`config.mk`:
```
export PLATFORM = sky130hd
export DESIGN_NAME = hpet_top
export DESIGN_NICKNAME = d
export VERILOG_FILES = /design/src/hpet_pkg.sv /design/src/hpet_apb_regs.sv /design/src/hpet_main_counter.sv /design/src/hpet_timer.sv /design/src/hpet_irq_status.sv /design/src/hpet_top.sv
export VERILOG_INCLUDE_DIRS = /design/src
export SDC_FILE = /design/constraint.sdc
export NUM_CORES = 1
export LEC_CHECK = 0
export BUFFER_PORTS_ARGS = -buffer_cell sky130_fd_sc_hd__buf_2
export CAP_MARGIN = 20
export CORE_UTILIZATION = 50
export CTS_CLUSTER_DIAMETER = 120
export DETAILED_ROUTE_END_ITERATION = 16
export PLACE_DENSITY = 0.71
export SYNTH_ARGS = -nofsm -noshare
export SYNTH_HDL_FRONTEND = slang
export SYNTH_SLANG_ARGS = --single-unit
```
`constraint.sdc`:
```
create_clock -name pclk -period 10.2 [get_ports pclk]
set_clock_uncertainty 0.15 [all_clocks]
set_input_delay 1.02 -clock pclk [delete_from_list [all_inputs] [get_ports pclk]]
set_output_delay 1.02 -clock pclk [all_outputs]
set_load 0.03 [all_outputs]
```
`src/hpet_defs.svh`:
```
// HPET timer count, bus widths, register map and ID values
`ifndef HPET_DEFS_SVH
`define HPET_DEFS_SVH

// Timer count, fixed for the whole design
`define HPET_NUM_TIMERS     2

// APB bus widths
`define HPET_ADDR_W         12
`define HPET_DATA_W         32

// ID register fields
`define HPET_VENDOR_ID      8'h01
`define HPET_REVISION_ID    8'h01

// Global register offsets
`define HPET_REG_ID         12'h000
`define HPET_REG_CONFIG     12'h004
`define HPET_REG_STATUS     12'h008
`define HPET_REG_COUNTER    12'h010

// Timer blocks, 32 bytes each from 0x100
`define HPET_TIMER_BASE     12'h100
`define HPET_TIMER_STRIDE   12'h020
`define HPET_TMR_CONFIG     12'h000
`define HPET_TMR_COMP       12'h004

`endif

```
`src/hpet_pkg.sv`:
```
// HPET shared types for bus words, APB requests, timer control and interrupts
`include "hpet_defs.svh"

package hpet_pkg;

    // Data word for counter, comparator and register traffic
    typedef logic [`HPET_DATA_W-1:0] hpet_word_t;

    // Captured APB access
    typedef struct packed {
        logic [`HPET_ADDR_W-1:0] addr;
        logic                    write;
        hpet_word_t              wdata;
    } apb_req_t;

    // Timer CONFIG fields, bit 4 down to bit 2 live
    typedef struct packed {
        logic [24:0] rsvd_hi;
        logic [1:0]  rsvd_mode;   // Old value-set and size bits
        logic        periodic;
        logic        int_enable;
        logic        enable;
        logic [1:0]  rsvd_lo;
    } timer_cfg_t;

    // Same CONFIG word, raw for the bus, fields for the timer
    typedef union packed {
        hpet_word_t raw;
        timer_cfg_t fields;
    } timer_cfg_u;

    // Per-timer control from the register slave
    typedef struct packed {
        timer_cfg_u cfg;
        logic       comp_write;
        hpet_word_t comp_wdata;
    } timer_ctrl_t;

    // One bit per timer
    typedef logic [`HPET_NUM_TIMERS-1:0] irq_vec_t;

endpackage

```
`src/hpet_apb_regs.sv`:
```
// HPET APB4 register slave with address decode, global registers and read mux
`timescale 1ns/1ps
`include "hpet_defs.svh"

module hpet_apb_regs
    import hpet_pkg::*;
(
    input  logic        pclk,
    input  logic        reset,
    input  logic        psel,
    input  logic        penable,
    input  apb_req_t    req,
    output logic        pready,
    output logic        pslverr,
    output hpet_word_t  prdata,
    output logic        hpet_enable,
    output logic        counter_load,
    output hpet_word_t  counter_wdata,
    input  hpet_word_t  count,
    output timer_ctrl_t timer_ctrl [`HPET_NUM_TIMERS],
    input  hpet_word_t  timer_comp [`HPET_NUM_TIMERS],
    input  irq_vec_t    status,
    output irq_vec_t    status_clear
);

    // First address past the last timer block
    localparam logic [`HPET_ADDR_W-1:0] ERR_BASE =
        `HPET_ADDR_W'(`HPET_TIMER_BASE + `HPET_NUM_TIMERS * `HPET_TIMER_STRIDE);

    // Vendor, revision, timers minus one, no capability bits
    localparam hpet_word_t ID_WORD = {`HPET_VENDOR_ID, `HPET_REVISION_ID, 3'b000,
                                      5'(`HPET_NUM_TIMERS - 1), 8'h00};

    logic                        access;
    logic                        addr_err;
    logic                        wr_en;
    logic [`HPET_NUM_TIMERS-1:0] tmr_cfg_hit;
    logic [`HPET_NUM_TIMERS-1:0] tmr_comp_hit;
    hpet_word_t                  hpet_cfg;
    timer_cfg_u                  tmr_cfg [`HPET_NUM_TIMERS];
    hpet_word_t                  rdata;

    // ====================
    // Decode
    // ====================
    // Access phase, no wait states
    assign access   = psel & penable;
    assign addr_err = req.addr >= ERR_BASE;
    // Errored writes change nothing
    assign wr_en    = access & req.write & ~addr_err;

    // Per-timer register hits
    for (genvar g = 0; g < `HPET_NUM_TIMERS; g++) begin : g_tmr_dec
        localparam logic [`HPET_ADDR_W-1:0] BLK_BASE =
            `HPET_ADDR_W'(`HPET_TIMER_BASE + g * `HPET_TIMER_STRIDE);
        assign tmr_cfg_hit[g]  = req.addr == BLK_BASE + `HPET_TMR_CONFIG;
        assign tmr_comp_hit[g] = req.addr == BLK_BASE + `HPET_TMR_COMP;
    end

    // ====================
    // Registers
    // ====================
    // Global CONFIG and timer CONFIG words, stored whole
    always_ff @(posedge pclk) begin
        if (reset) begin
            hpet_cfg <= '0;
            for (int i = 0; i < `HPET_NUM_TIMERS; i++) begin
                tmr_cfg[i].raw <= '0;
            end
        end else if (wr_en) begin
            if (req.addr == `HPET_REG_CONFIG) begin
                hpet_cfg <= req.wdata;
            end
            for (int i = 0; i < `HPET_NUM_TIMERS; i++) begin
                if (tmr_cfg_hit[i]) begin
                    tmr_cfg[i].raw <= req.wdata;
                end
            end
        end
    end

    // Counter enable and load strobe
    assign hpet_enable   = hpet_cfg[0];
    assign counter_load  = wr_en && (req.addr == `HPET_REG_COUNTER);
    assign counter_wdata = req.wdata;

    // W1C pulse toward the status block
    assign status_clear = (wr_en && (req.addr == `HPET_REG_STATUS)) ?
                          req.wdata[`HPET_NUM_TIMERS-1:0] : '0;

    // Timer controls, COMP write is a single-cycle pulse
    always_comb begin
        for (int i = 0; i < `HPET_NUM_TIMERS; i++) begin
            timer_ctrl[i].cfg        = tmr_cfg[i];
            timer_ctrl[i].comp_write = wr_en & tmr_comp_hit[i];
            timer_ctrl[i].comp_wdata = req.wdata;
        end
    end

    // ====================
    // Readback
    // ====================
    // Gaps read zero
    always_comb begin
        rdata = '0;
        case (req.addr)
            `HPET_REG_ID:      rdata = ID_WORD;
            `HPET_REG_CONFIG:  rdata = hpet_cfg;
            `HPET_REG_STATUS:  rdata[`HPET_NUM_TIMERS-1:0] = status;
            `HPET_REG_COUNTER: rdata = count;
            default:           rdata = '0;
        endcase
        for (int i = 0; i < `HPET_NUM_TIMERS; i++) begin
            if (tmr_cfg_hit[i]) begin
                rdata = tmr_cfg[i].raw;
            end
            if (tmr_comp_hit[i]) begin
                rdata = timer_comp[i];
            end
        end
    end

    assign pready  = access;
    assign pslverr = access & addr_err;
    assign prdata  = (access && !req.write) ? rdata : '0;

endmodule

```
`src/hpet_main_counter.sv`:
```
// HPET main counter, counts up each cycle when enabled, software loadable
`timescale 1ns/1ps

module hpet_main_counter
    import hpet_pkg::*;
(
    input  logic       pclk,
    input  logic       reset,
    input  logic       enable,
    input  logic       load,
    input  hpet_word_t load_value,
    output hpet_word_t count
);

    // ====================
    // Counter
    // ====================
    // Load beats increment
    // Wraps at 2^32
    always_ff @(posedge pclk) begin
        if (reset) begin
            count <= '0;
        end else if (load) begin
            count <= load_value;
        end else if (enable) begin
            count <= count + 1'b1;
        end
    end

endmodule

```
`src/hpet_timer.sv`:
```
// HPET comparator timer with one-shot and periodic modes
`timescale 1ns/1ps

module hpet_timer
    import hpet_pkg::*;
(
    input  logic        pclk,
    input  logic        reset,
    input  timer_ctrl_t ctrl,
    input  hpet_word_t  count,
    output hpet_word_t  comparator,
    output logic        fire
);

    hpet_word_t period;
    logic       armed;
    logic       enable;
    logic       periodic;
    logic       hit;

    // Field view of the CONFIG union
    assign enable   = ctrl.cfg.fields.enable;
    assign periodic = ctrl.cfg.fields.periodic;

    // Compare against the live count
    assign hit = armed & enable & (count >= comparator);

    // ====================
    // Compare state
    // ====================
    always_ff @(posedge pclk) begin
        if (reset) begin
            comparator <= '0;
            armed      <= 1'b0;
            fire       <= 1'b0;
        end else if (ctrl.comp_write) begin
            // Software write re-arms
            comparator <= ctrl.comp_wdata;
            armed      <= 1'b1;
            fire       <= 1'b0;
        end else begin
            fire <= hit;
            if (hit) begin
                if (periodic) begin
                    // Next deadline, no software needed
                    comparator <= comparator + period;
                end else begin
                    // One-shot done until next COMP write
                    armed <= 1'b0;
                end
            end
        end
    end

    // Period latched with the comparator write
    always_ff @(posedge pclk) begin
        if (ctrl.comp_write) begin
            period <= ctrl.comp_wdata;
        end
    end

endmodule

```
`src/hpet_irq_status.sv`:
```
// HPET interrupt status, sticky W1C pending bits and interrupt gating
`timescale 1ns/1ps

module hpet_irq_status
    import hpet_pkg::*;
(
    input  logic     pclk,
    input  logic     reset,
    input  irq_vec_t fire,
    input  irq_vec_t status_clear,
    input  irq_vec_t int_enable,
    output irq_vec_t status,
    output irq_vec_t irq
);

    irq_vec_t status_next;

    // ====================
    // Pending bits
    // ====================
    // Clear first, then set, so a fire in the same cycle wins
    always_comb begin
        status_next = (status & ~status_clear) | fire;
    end

    always_ff @(posedge pclk) begin
        if (reset) begin
            status <= '0;
        end else begin
            status <= status_next;
        end
    end

    // ====================
    // Output gating
    // ====================
    // Status still latches with interrupts masked
    assign irq = status & int_enable;

endmodule

```
`src/hpet_top.sv`:
```
// HPET top level, APB slave, main counter, comparator timers and interrupt status
`timescale 1ns/1ps
`include "hpet_defs.svh"

module hpet_top
    import hpet_pkg::*;
(
    input  logic                    pclk,
    input  logic                    reset,
    input  logic                    psel,
    input  logic                    penable,
    input  logic                    pwrite,
    input  logic [`HPET_ADDR_W-1:0] paddr,
    input  hpet_word_t              pwdata,
    output logic                    pready,
    output logic                    pslverr,
    output hpet_word_t              prdata,
    output irq_vec_t                timer_irq
);

    apb_req_t    req;
    logic        hpet_enable;
    logic        counter_load;
    hpet_word_t  counter_wdata;
    hpet_word_t  count;
    timer_ctrl_t timer_ctrl [`HPET_NUM_TIMERS];
    hpet_word_t  timer_comp [`HPET_NUM_TIMERS];
    irq_vec_t    fire;
    irq_vec_t    int_enable;
    irq_vec_t    status;
    irq_vec_t    status_clear;

    // Bundle the APB request
    assign req = '{addr: paddr, write: pwrite, wdata: pwdata};

    // ====================
    // Register slave
    // ====================
    hpet_apb_regs u_regs (
        .pclk          (pclk),
        .reset         (reset),
        .psel          (psel),
        .penable       (penable),
        .req           (req),
        .pready        (pready),
        .pslverr       (pslverr),
        .prdata        (prdata),
        .hpet_enable   (hpet_enable),
        .counter_load  (counter_load),
        .counter_wdata (counter_wdata),
        .count         (count),
        .timer_ctrl    (timer_ctrl),
        .timer_comp    (timer_comp),
        .status        (status),
        .status_clear  (status_clear)
    );

    hpet_main_counter u_counter (
        .pclk       (pclk),
        .reset      (reset),
        .enable     (hpet_enable),
        .load       (counter_load),
        .load_value (counter_wdata),
        .count      (count)
    );

    // ====================
    // Timers
    // ====================
    for (genvar g = 0; g < `HPET_NUM_TIMERS; g++) begin : g_timer
        // Interrupt enable pulled out of each CONFIG word
        assign int_enable[g] = timer_ctrl[g].cfg.fields.int_enable;

        hpet_timer u_timer (
            .pclk       (pclk),
            .reset      (reset),
            .ctrl       (timer_ctrl[g]),
            .count      (count),
            .comparator (timer_comp[g]),
            .fire       (fire[g])
        );
    end

    hpet_irq_status u_status (
        .pclk         (pclk),
        .reset        (reset),
        .fire         (fire),
        .status_clear (status_clear),
        .int_enable   (int_enable),
        .status       (status),
        .irq          (timer_irq)
    );

endmodule

```
== Yosys cells after proc, flatten, opt, wreduce, memory -nomap -nowiden ==
Memories as Yosys holds them, arrays and structs flattened.
Index checks and enable logic that the tools add are counted.

* $add $sub $neg: 3
* Order comparisons: 3
* Eq/ne operators: 9
* Mux-type cells: 34
* Bitwise logic cells: 17
* Reduce and logical (&&, ||, !) cells: 17

{| class="wikitable"
|+ Operator list
! operator !! count
|-
| 32-bit 2-to-1 mux || 15
|-
| 30-bit one-hot mux with 3 select lines || 1
|-
| 32-bit adder || 2
|-
| 32-bit >= comparator || 2
|-
| 12-bit by 9-bit == test with 1-bit output, second input constant || 4
|-
| 32-bit by 1-bit adder with 32-bit output, second input constant || 1
|-
| 1-bit 2-to-1 mux || 16
|-
| 12-bit by 3-bit == test with 1-bit output, second input constant || 1
|-
| 12-bit by 4-bit == test with 1-bit output, second input constant || 1
|-
| 12-bit by 5-bit == test with 1-bit output, second input constant || 1
|-
| 12-bit by 9-bit >= comparator with 1-bit output, second input constant || 1
|-
| 12-bit zero test || 1
|-
| 1-bit bitwise AND || 10
|-
| 2-bit AND reduction || 5
|-
| 2-bit nonzero test || 5
|-
| 2-bit one-hot mux with 3 select lines || 1
|-
| 2-bit bitwise AND || 2
|-
| 2-bit != test, second input constant || 2
|-
| 2-bit OR reduction || 2
|-
| 1-bit logical AND || 3
|-
| 2-bit 2-to-1 mux || 1
|-
| 2-bit inverter || 1
|-
| 1-bit bitwise OR || 2
|-
| 2-bit bitwise OR || 1
|-
| other kinds (2) || 2
|}

* Flip-flop bits (word level): 198
* Memory bits (writable): 64
* Input bits: 49
* Memories: 1

{| class="wikitable"
|+ Memory list
! name !! depth !! width !! rd ports !! clocked after Yosys merged registers in !! write ports !! line !! text
|-
| u_regs.tmr_cfg || 2 || 32 || 2 || 0 || 2 || hpet_apb_regs.sv:40 || <nowiki>timer_cfg_u tmr_cfg [`HPET_NUM_TIMERS];</nowiki>
|}

== Depth between registers and ports, before layout ==
Gate-level depths: netlist of the first run.

* Word-level depth: 8
* Gate-level depth with buffers: 14

== Cells and area by module ==
A second synthesis of the first run with hierarchy kept.

* Cells, all modules: 1955
* Area, all modules: 18142.4 um^2

{| class="wikitable"
|+ By module, submodules not included
! module !! instances !! cells each !! area an instance (um^2) !! seq. area each (um^2)
|-
| hpet_apb_regs || 1 || 631 || 6216.0 || 2562.5
|-
| hpet_timer (g_timer[1].u_timer) || 1 || 545 || 5008.6 || 1641.6
|-
| hpet_timer (g_timer[0].u_timer) || 1 || 528 || 4911.0 || 1641.6
|-
| hpet_main_counter || 1 || 241 || 1924.3 || 640.6
|-
| hpet_irq_status || 1 || 10 || 82.6 || 40.0
|}

== Least setup slack after synthesis of the first run ==
OpenSTA, ideal clock, no wires.

* Path type: input -> output
* Start: input paddr[9]
* End: output prdata[10]
* Arrival time: 3322 ps
* Data required time: 9030 ps
* Setup slack: 5708 ps
* Stages on the path: 8
* Buffers on the path: 2
* Path through: or3_1 -> or3_1 -> nor3_1 -> and3_1 -> buf_2 -> clkbuf_1 -> a22oi_1 -> a31oi_1

* Word-level cells in the longest chain between the ends: 7
* Elaborated cells on any way between the ends: 13
* Classes of those cells: eq/ne (6); mux (6); reduce/logical (1)

{| class="wikitable"
|+ Ends and longest elaborated chain
! item !! line !! text
|-
| start: declaration || hpet_top.sv:13 || <nowiki>input logic [`HPET_ADDR_W-1:0] paddr,</nowiki>
|-
| 12-bit by 5-bit == test with 1-bit output (tied with other cells) || hpet_apb_regs.sv:106 || <nowiki>case (req.addr)</nowiki>
|-
| 30-bit one-hot mux with 3 select lines || hpet_apb_regs.sv:106 ||
|-
| 32-bit 2-to-1 mux || hpet_apb_regs.sv:114 || <nowiki>if (tmr_cfg_hit[i]) begin</nowiki>
|-
| 32-bit 2-to-1 mux || hpet_apb_regs.sv:117 || <nowiki>if (tmr_comp_hit[i]) begin</nowiki>
|-
| 32-bit 2-to-1 mux || hpet_apb_regs.sv:114 ||
|-
| 32-bit 2-to-1 mux * || hpet_apb_regs.sv:117 ||
|-
| 32-bit 2-to-1 mux * || hpet_apb_regs.sv:125 || <nowiki>assign prdata = (access && !req.write) ? rdata : '0;</nowiki>
|-
| end: declaration || hpet_top.sv:17 || <nowiki>output hpet_word_t prdata,</nowiki>
|}

Mark *: on every way between the ends. The rest lies on a longest branch, timed or not.

== Worst setup path after layout of the first run ==
* Start: input paddr[9]
* End: output prdata[12]

Same word-level chain as after synthesis.

==> results of run 1 <==
-- cells by family (layout without fill, tap and decap cells) --
family	count (synthesis)	after routing
multiplexers	4	4
flip-flops	262	262
buffers and inverters	182	244
AND/OR/NAND/NOR	502	502
AO/OA/AOI/OAI	575	575
XOR/XNOR	80	80
adder cells (fa/ha/maj)	129	129
-- through the flow --
stage / util / hold slack, ps
finish: 0.5688 / 304.0
global route: 0.5688 / 321.5
CTS: 0.5679 / 304.0
detailed placement: 0.5364 / 284.6
global placement: 0.5350 / 280.8
floorplan: - / 263.0
-- flip-flops by register name, summed over array words and instances, names as in the netlist --
name / count
g_timer.u_timer.period: 64
u_counter.count: 32
u_status.status: 2
u_regs.tmr_cfg: 64
g_timer.u_timer.fire: 2
g_timer.u_timer.comparator: 64
u_regs.hpet_cfg: 32
g_timer.u_timer.armed: 2
-- per-layer routing --
metal  vias up  GRT usage  routed length, um
met5         -          0                  0
met4         0    0.09310               1336
met3        98    0.03849               5000
met2       686     0.4417              20230
met1      6556     0.4203              20330
li1       6517          -                  -
-- critical path: stages --
cell and delay [ps]:
buf_2 90, or3_1 450, or3_1 460, nor3_1 310, and3_1 210, buf_4 390, a22oi_1 130, a31oi_1 420
buf_2 280
-- power groups by stage --
| stage | registers (W) | logic (W) | clock network (W) |
|---|---|---|---|
| 6_report | 0.00112 | 0.0000622 | 0.00106 |
| 5_1_grt | 0.00112 | 0.0000648 | 0.00112 |
| 3_5_place_dp | 0.00114 | 0.0000603 | 0 |
| 3_3_place_gp | 0.00114 | 0.0000588 | 0 |
| 2_1_floorplan | 0.00114 | 0.0000187 | 0 |
| 4_1_cts | 0.00112 | 0.0000605 | 0.00108 |
-- synth_stat cells (10+ instances only) --
master    instances  share of area
and3_1           25         0.0099
a311oi_1         19          0.011
xnor2_1          39          0.022
ha_1            127           0.10
o21ai_0          64          0.020
nand2b_1         11         0.0044
clkbuf_1         78          0.019
nand3_1          28         0.0089
buf_2            14         0.0044
o21bai_1         10         0.0048
a21o_1           66          0.031
xor2_1           41          0.023
nor3_1           20         0.0063
a22oi_1          61          0.029
dfxtp_1         134           0.17
a211oi_1         56          0.027
nor2_1          146          0.035
a21oi_1         167          0.053
edfxtp_1        128           0.24
nand2_1         167          0.040
o21a_1           17         0.0081
inv_1            87          0.021
and2_1           40          0.016
a31oi_1          37          0.015
nand4_1          22         0.0087
-- path summary, 6_finish.rpt --
path	from	end	slack, ps	depth (start not counted)
max	paddr[9]	prdata[12]	5250	9
min	u_regs.hpet_cfg[29]	u_regs.hpet_cfg[29]	300	2
max reg2reg	u_counter.count[0]	g_timer[1].u_timer.comparator[14]	6330	13
min reg2reg	u_regs.hpet_cfg[29]	u_regs.hpet_cfg[29]	300	2
-- cell type report --
type	instances	area, um^2	share of cell area
repair buffers	104	613.1	0.03496
clock inverters	17	214.0	0.01220
inverters	88	330.3	0.01884
flip-flops and latches	262	6526	0.3721
well taps	396	495.5	0.02825
clock buffers	35	758.2	0.04324
multi-input cells	1290	8600	0.4904
==> results.cfg, run 1 <==
[global_routing]
grt_pass1_wl_um = 73990
gr-usage-all-layers = 0.2883
grt_pass1_vias = 13130
grt_max_degree = 72
grt_antenna_before_repair = 1
grt.overflow.total = 0

[logic_synthesis]
synth_compound_area_frac = 0.2436
async_reset_ff_frac = 0
seq_area_frac_synth = 0.4134
synth_edf_count = 128
synth_top_family_by_area = compound AO/OA/AOI/OAI gates
synthDistinctLibCells = 71
synth_area_per_cell_um2 = 9.104
yosys_warnings = 0
synthSimpleGateAreaFrac = 0.1483
synth_area_um2 = 15790
synth-xor-area-share = 0.04438
synth-main-ff-cell = dfxtp_1
synth_mux_area_frac = 0.002536
ys_ff_latch = 262
synthesis.nets = 1912
synth_adder_area_share = 0.1032
syn-instance-count = 1734

[power]
p_clk_frac = 0.474
seqPwrFrac = 0.499
p_switching_w = 0.0004832
p_per_area_nw_per_um2 = 128.0
power.total_w = 0.002244
p_leak_nw = 6.846
switching_share = 0.2153
peakVddDrop_mv = 0.1285
pwr-share-comb = 0.028
internal_power_w = 0.001761

[critical_path]
path_class = input port to output pin
required_ps = 9030
cp.arrival_ps = 3780
crit_path_end_kind = output pin
crit_fanout = 32
critPathLaunchType = input port

[timing]
fmax_mhz = 202.2
tns_ps = 0
setup_ws_ps = 5254
slew_violations = 0
rsz0062_at_grt = no
min_period_over_period = 0.4849
maxSlewHeadroom = 0.3001
setup_viol = 0
fin_crit_ps = 4946
hold_viol_final = 0
worst_pin_slew_ps = 1050

[cells_and_area]
syn_to_final_growth_pct = 11.09
final_cells = 2192
fillers = 2689
n_antenna_cell = 0
fin_area_um2 = 17540
final_common_cell = a21oi_1
drive_gt1_frac = 0.09577
final_net_count = 1952
layout_common_cells = a21oi_1, nand2_1, nor2_1, dfxtp_1, edfxtp_1

[routing]
viasPerCell = 6.322
drt-initial-drc-count = 1512
antenna_left = 0
via_count = 13857
drc = 3
firstDrtPassIters = 12
totalWireLength_um = 46890
wl_per_cell_um = 21.39

[clock_network]
clkSinkCount = 262
tritoncts = done
postCtsSetupRepairBufs = 0
cts-resized-gates = 0
htreeDepth = 1
cts_made_buffers = 28
clockBufferDepth = 3
clkLatencyLatePin_ps = 550
cts_hold_buf = 0
cts.clk_slew.worst_paths_ps = 60
root_buffer = clkbuf_16

[outcome]
status = finished, violations left
violations = design-rule violations

[place]
placed_cells = 2138
dpl.hpwl_um = 33290
dp_slack_ps = 4860
numPortBuffers = 84
gp_congestion = 0.8981
place_area_um2 = 16540

[floorplan]
core_um2 = 30830
start_util = 0.5121
die_w_um = 179.7
rows = 64
dieArea_um2 = 32290
ioPinCount = 85
die_h_um = 179.7

[hold_path]
hp-class = flop to flop

[job]
cap_violations = 0
Note: power is estimated with default switching activity, not from simulation.
==> run 2: changes to the inputs <==
--- a/config.mk
+++ b/config.mk
@@ -11,7 +11,7 @@
 export CORE_UTILIZATION = 50
 export CTS_CLUSTER_DIAMETER = 120
 export DETAILED_ROUTE_END_ITERATION = 16
-export PLACE_DENSITY = 0.71
+export PLACE_DENSITY = 0.74
 export SYNTH_ARGS = -nofsm -noshare
 export SYNTH_HDL_FRONTEND = slang
 export SYNTH_SLANG_ARGS = --single-unit
==> constraint.sdc (replaced) <==
create_clock -name pclk -period 4.35 [get_ports pclk]
set_clock_uncertainty 0.15 [all_clocks]
set_input_delay 0.435 -clock pclk [delete_from_list [all_inputs] [get_ports pclk]]
set_output_delay 0.435 -clock pclk [all_outputs]
set_load 0.03 [all_outputs]
==> results.cfg, run 2 (synthesis gave the netlist of run 1 again) <==
[cells_and_area]
final_net_count = 1965
syn_to_final_growth_pct = 10.91
fin_util = 0.5679
n_antenna_cell = 0
fin_area_um2 = 17510
drive_gt1_frac = 0.09906
reg_top3 = g_timer.u_timer.comparator x64, g_timer.u_timer.period x64, u_regs.tmr_cfg x64
layout_common_cells = a21oi_1, nand2_1, nor2_1, dfxtp_1, edfxtp_1
final_common_cell = a21oi_1

[hold_path]
hp-class = input port to flop
worstHoldStart = pwdata[17]

[global_routing]
grt_antenna_before_repair = 0
top_usage_layer = met2
grt_use_met2 = 0.4658
gr-usage-all-layers = 0.3015
grt.met3_usage = 0.04437
grt_pass1_vias = 13523
grt_max_degree = 93
grt_pass1_wl_um = 76410
grt.overflow.total = 0
met1_usage = 0.4254

[power]
p_per_area_nw_per_um2 = 289.2
p_leak_nw = 6.846
peakVddDrop_mv = 0.2844

[timing]
setup_viol = 0
maxSlewHeadroom = 0.4830
tns_ps = 0
rsz0062_at_grt = no
fin_crit_ps = 3718
hold_viol_final = 0
fmax_mhz = 269.0
worst_pin_slew_ps = 767.4
min_period_over_period = 0.8546
slew_violations = 0

[place]
dpl.hpwl_um = 35940
numPortBuffers = 84
place_area_um2 = 16650
gp_congestion = 0.9510

[floorplan]
rows = 64
start_util = 0.5121
core_um2 = 30830
dieArea_um2 = 32290
die_h_um = 179.7
ioPinCount = 85
die_w_um = 179.7

[clock_network]
clkSinkCount = 262
cts-resized-gates = 0
tritoncts = done
cts_made_buffers = 27
htreeDepth = 1
clockBufferDepth = 3
clkLatencyLatePin_ps = 550
cts.clk_slew.worst_paths_ps = 60
postCtsSetupRepairBufs = 0
cts_hold_buf = 0
root_buffer = clkbuf_16

[critical_path]
rr_startpoint = g_timer[0].u_timer.comparator[0]
path_class = input port to output pin
cp.arrival_ps = 3130
crit_fanout = 22
cp-startpoint = paddr[9]
critPathLaunchType = input port
required_ps = 3760
crit_path_end_kind = output pin

[job]
cap_violations = 0

[outcome]
violations = design-rule violations
status = finished, violations left

[routing]
totalWireLength_um = 49270
wl_per_cell_um = 22.36
antenna_left = 0
drc = 4
drt-initial-drc-count = 1765
viasPerCell = 6.399
via_count = 14098
firstDrtPassIters = 14
run 2: metrics by stage:
| stage | hold WS, ps | setup slack, ps | cells | total power, W |
|---|---|---|---|---|
| 4_1_cts | 70.01 | 645.1 | 2203 | 0.005072 |
| 2_1_floorplan | 263.0 | 1014 | 1734 | 0.002717 |
| 5_1_grt | 85.38 | 462.9 | 2203 | 0.005185 |
| 3_3_place_gp | 287.0 | 782.3 | 2154 | 0.002832 |
| 6_report | 87.94 | 632.3 | 2203 | 0.005063 |
| 3_5_place_dp | 293.1 | 668.4 | 2154 | 0.002830 |
run 2: worst max-delay path, stage by stage:
cell and delay, ps:
buf_2 90, or3_1 450, or3_1 470, nor3_1 310
and3_1 550, buf_12 250, a22oi_1 100, a31oi_1 210
buf_2 240
run 2: final cells by class:
class                           count  area [um^2]
Multi-Input combinational cell   1290         8600
Inverter                           88        330.3
Clock inverter                     12        110.1
Clock buffer                       37        743.2
Tap cell                          396        495.5
Sequential cell                   262         6526
Timing Repair Buffer              118        703.2
Fill cell                        2662        13320
run 2: layer usage:
metal  wire (um)  part of all wire
met5           0                 0
met4        1948             0.040
met3        4802             0.097
met2       21600              0.44
met1       20920              0.42
run 2: worst paths after layout:
path                                        to  slack [ps]  cells past startpoint
max                                 prdata[19]         630                      9
min              g_timer[0].u_timer.period[17]          90                      1
max reg2reg  g_timer[0].u_timer.comparator[30]         760                     13
min reg2reg                u_regs.hpet_cfg[17]         300                      2
run 2: power breakdown:
part           switching [W]  internal, W  leakage (nW)  total, W
Combinational       0.000128    0.0000310          4.17  0.000159
Sequential         0.0000136      0.00261          2.26   0.00263
Clock               0.000971      0.00131         0.413   0.00228
Total                0.00111      0.00395          6.85   0.00506
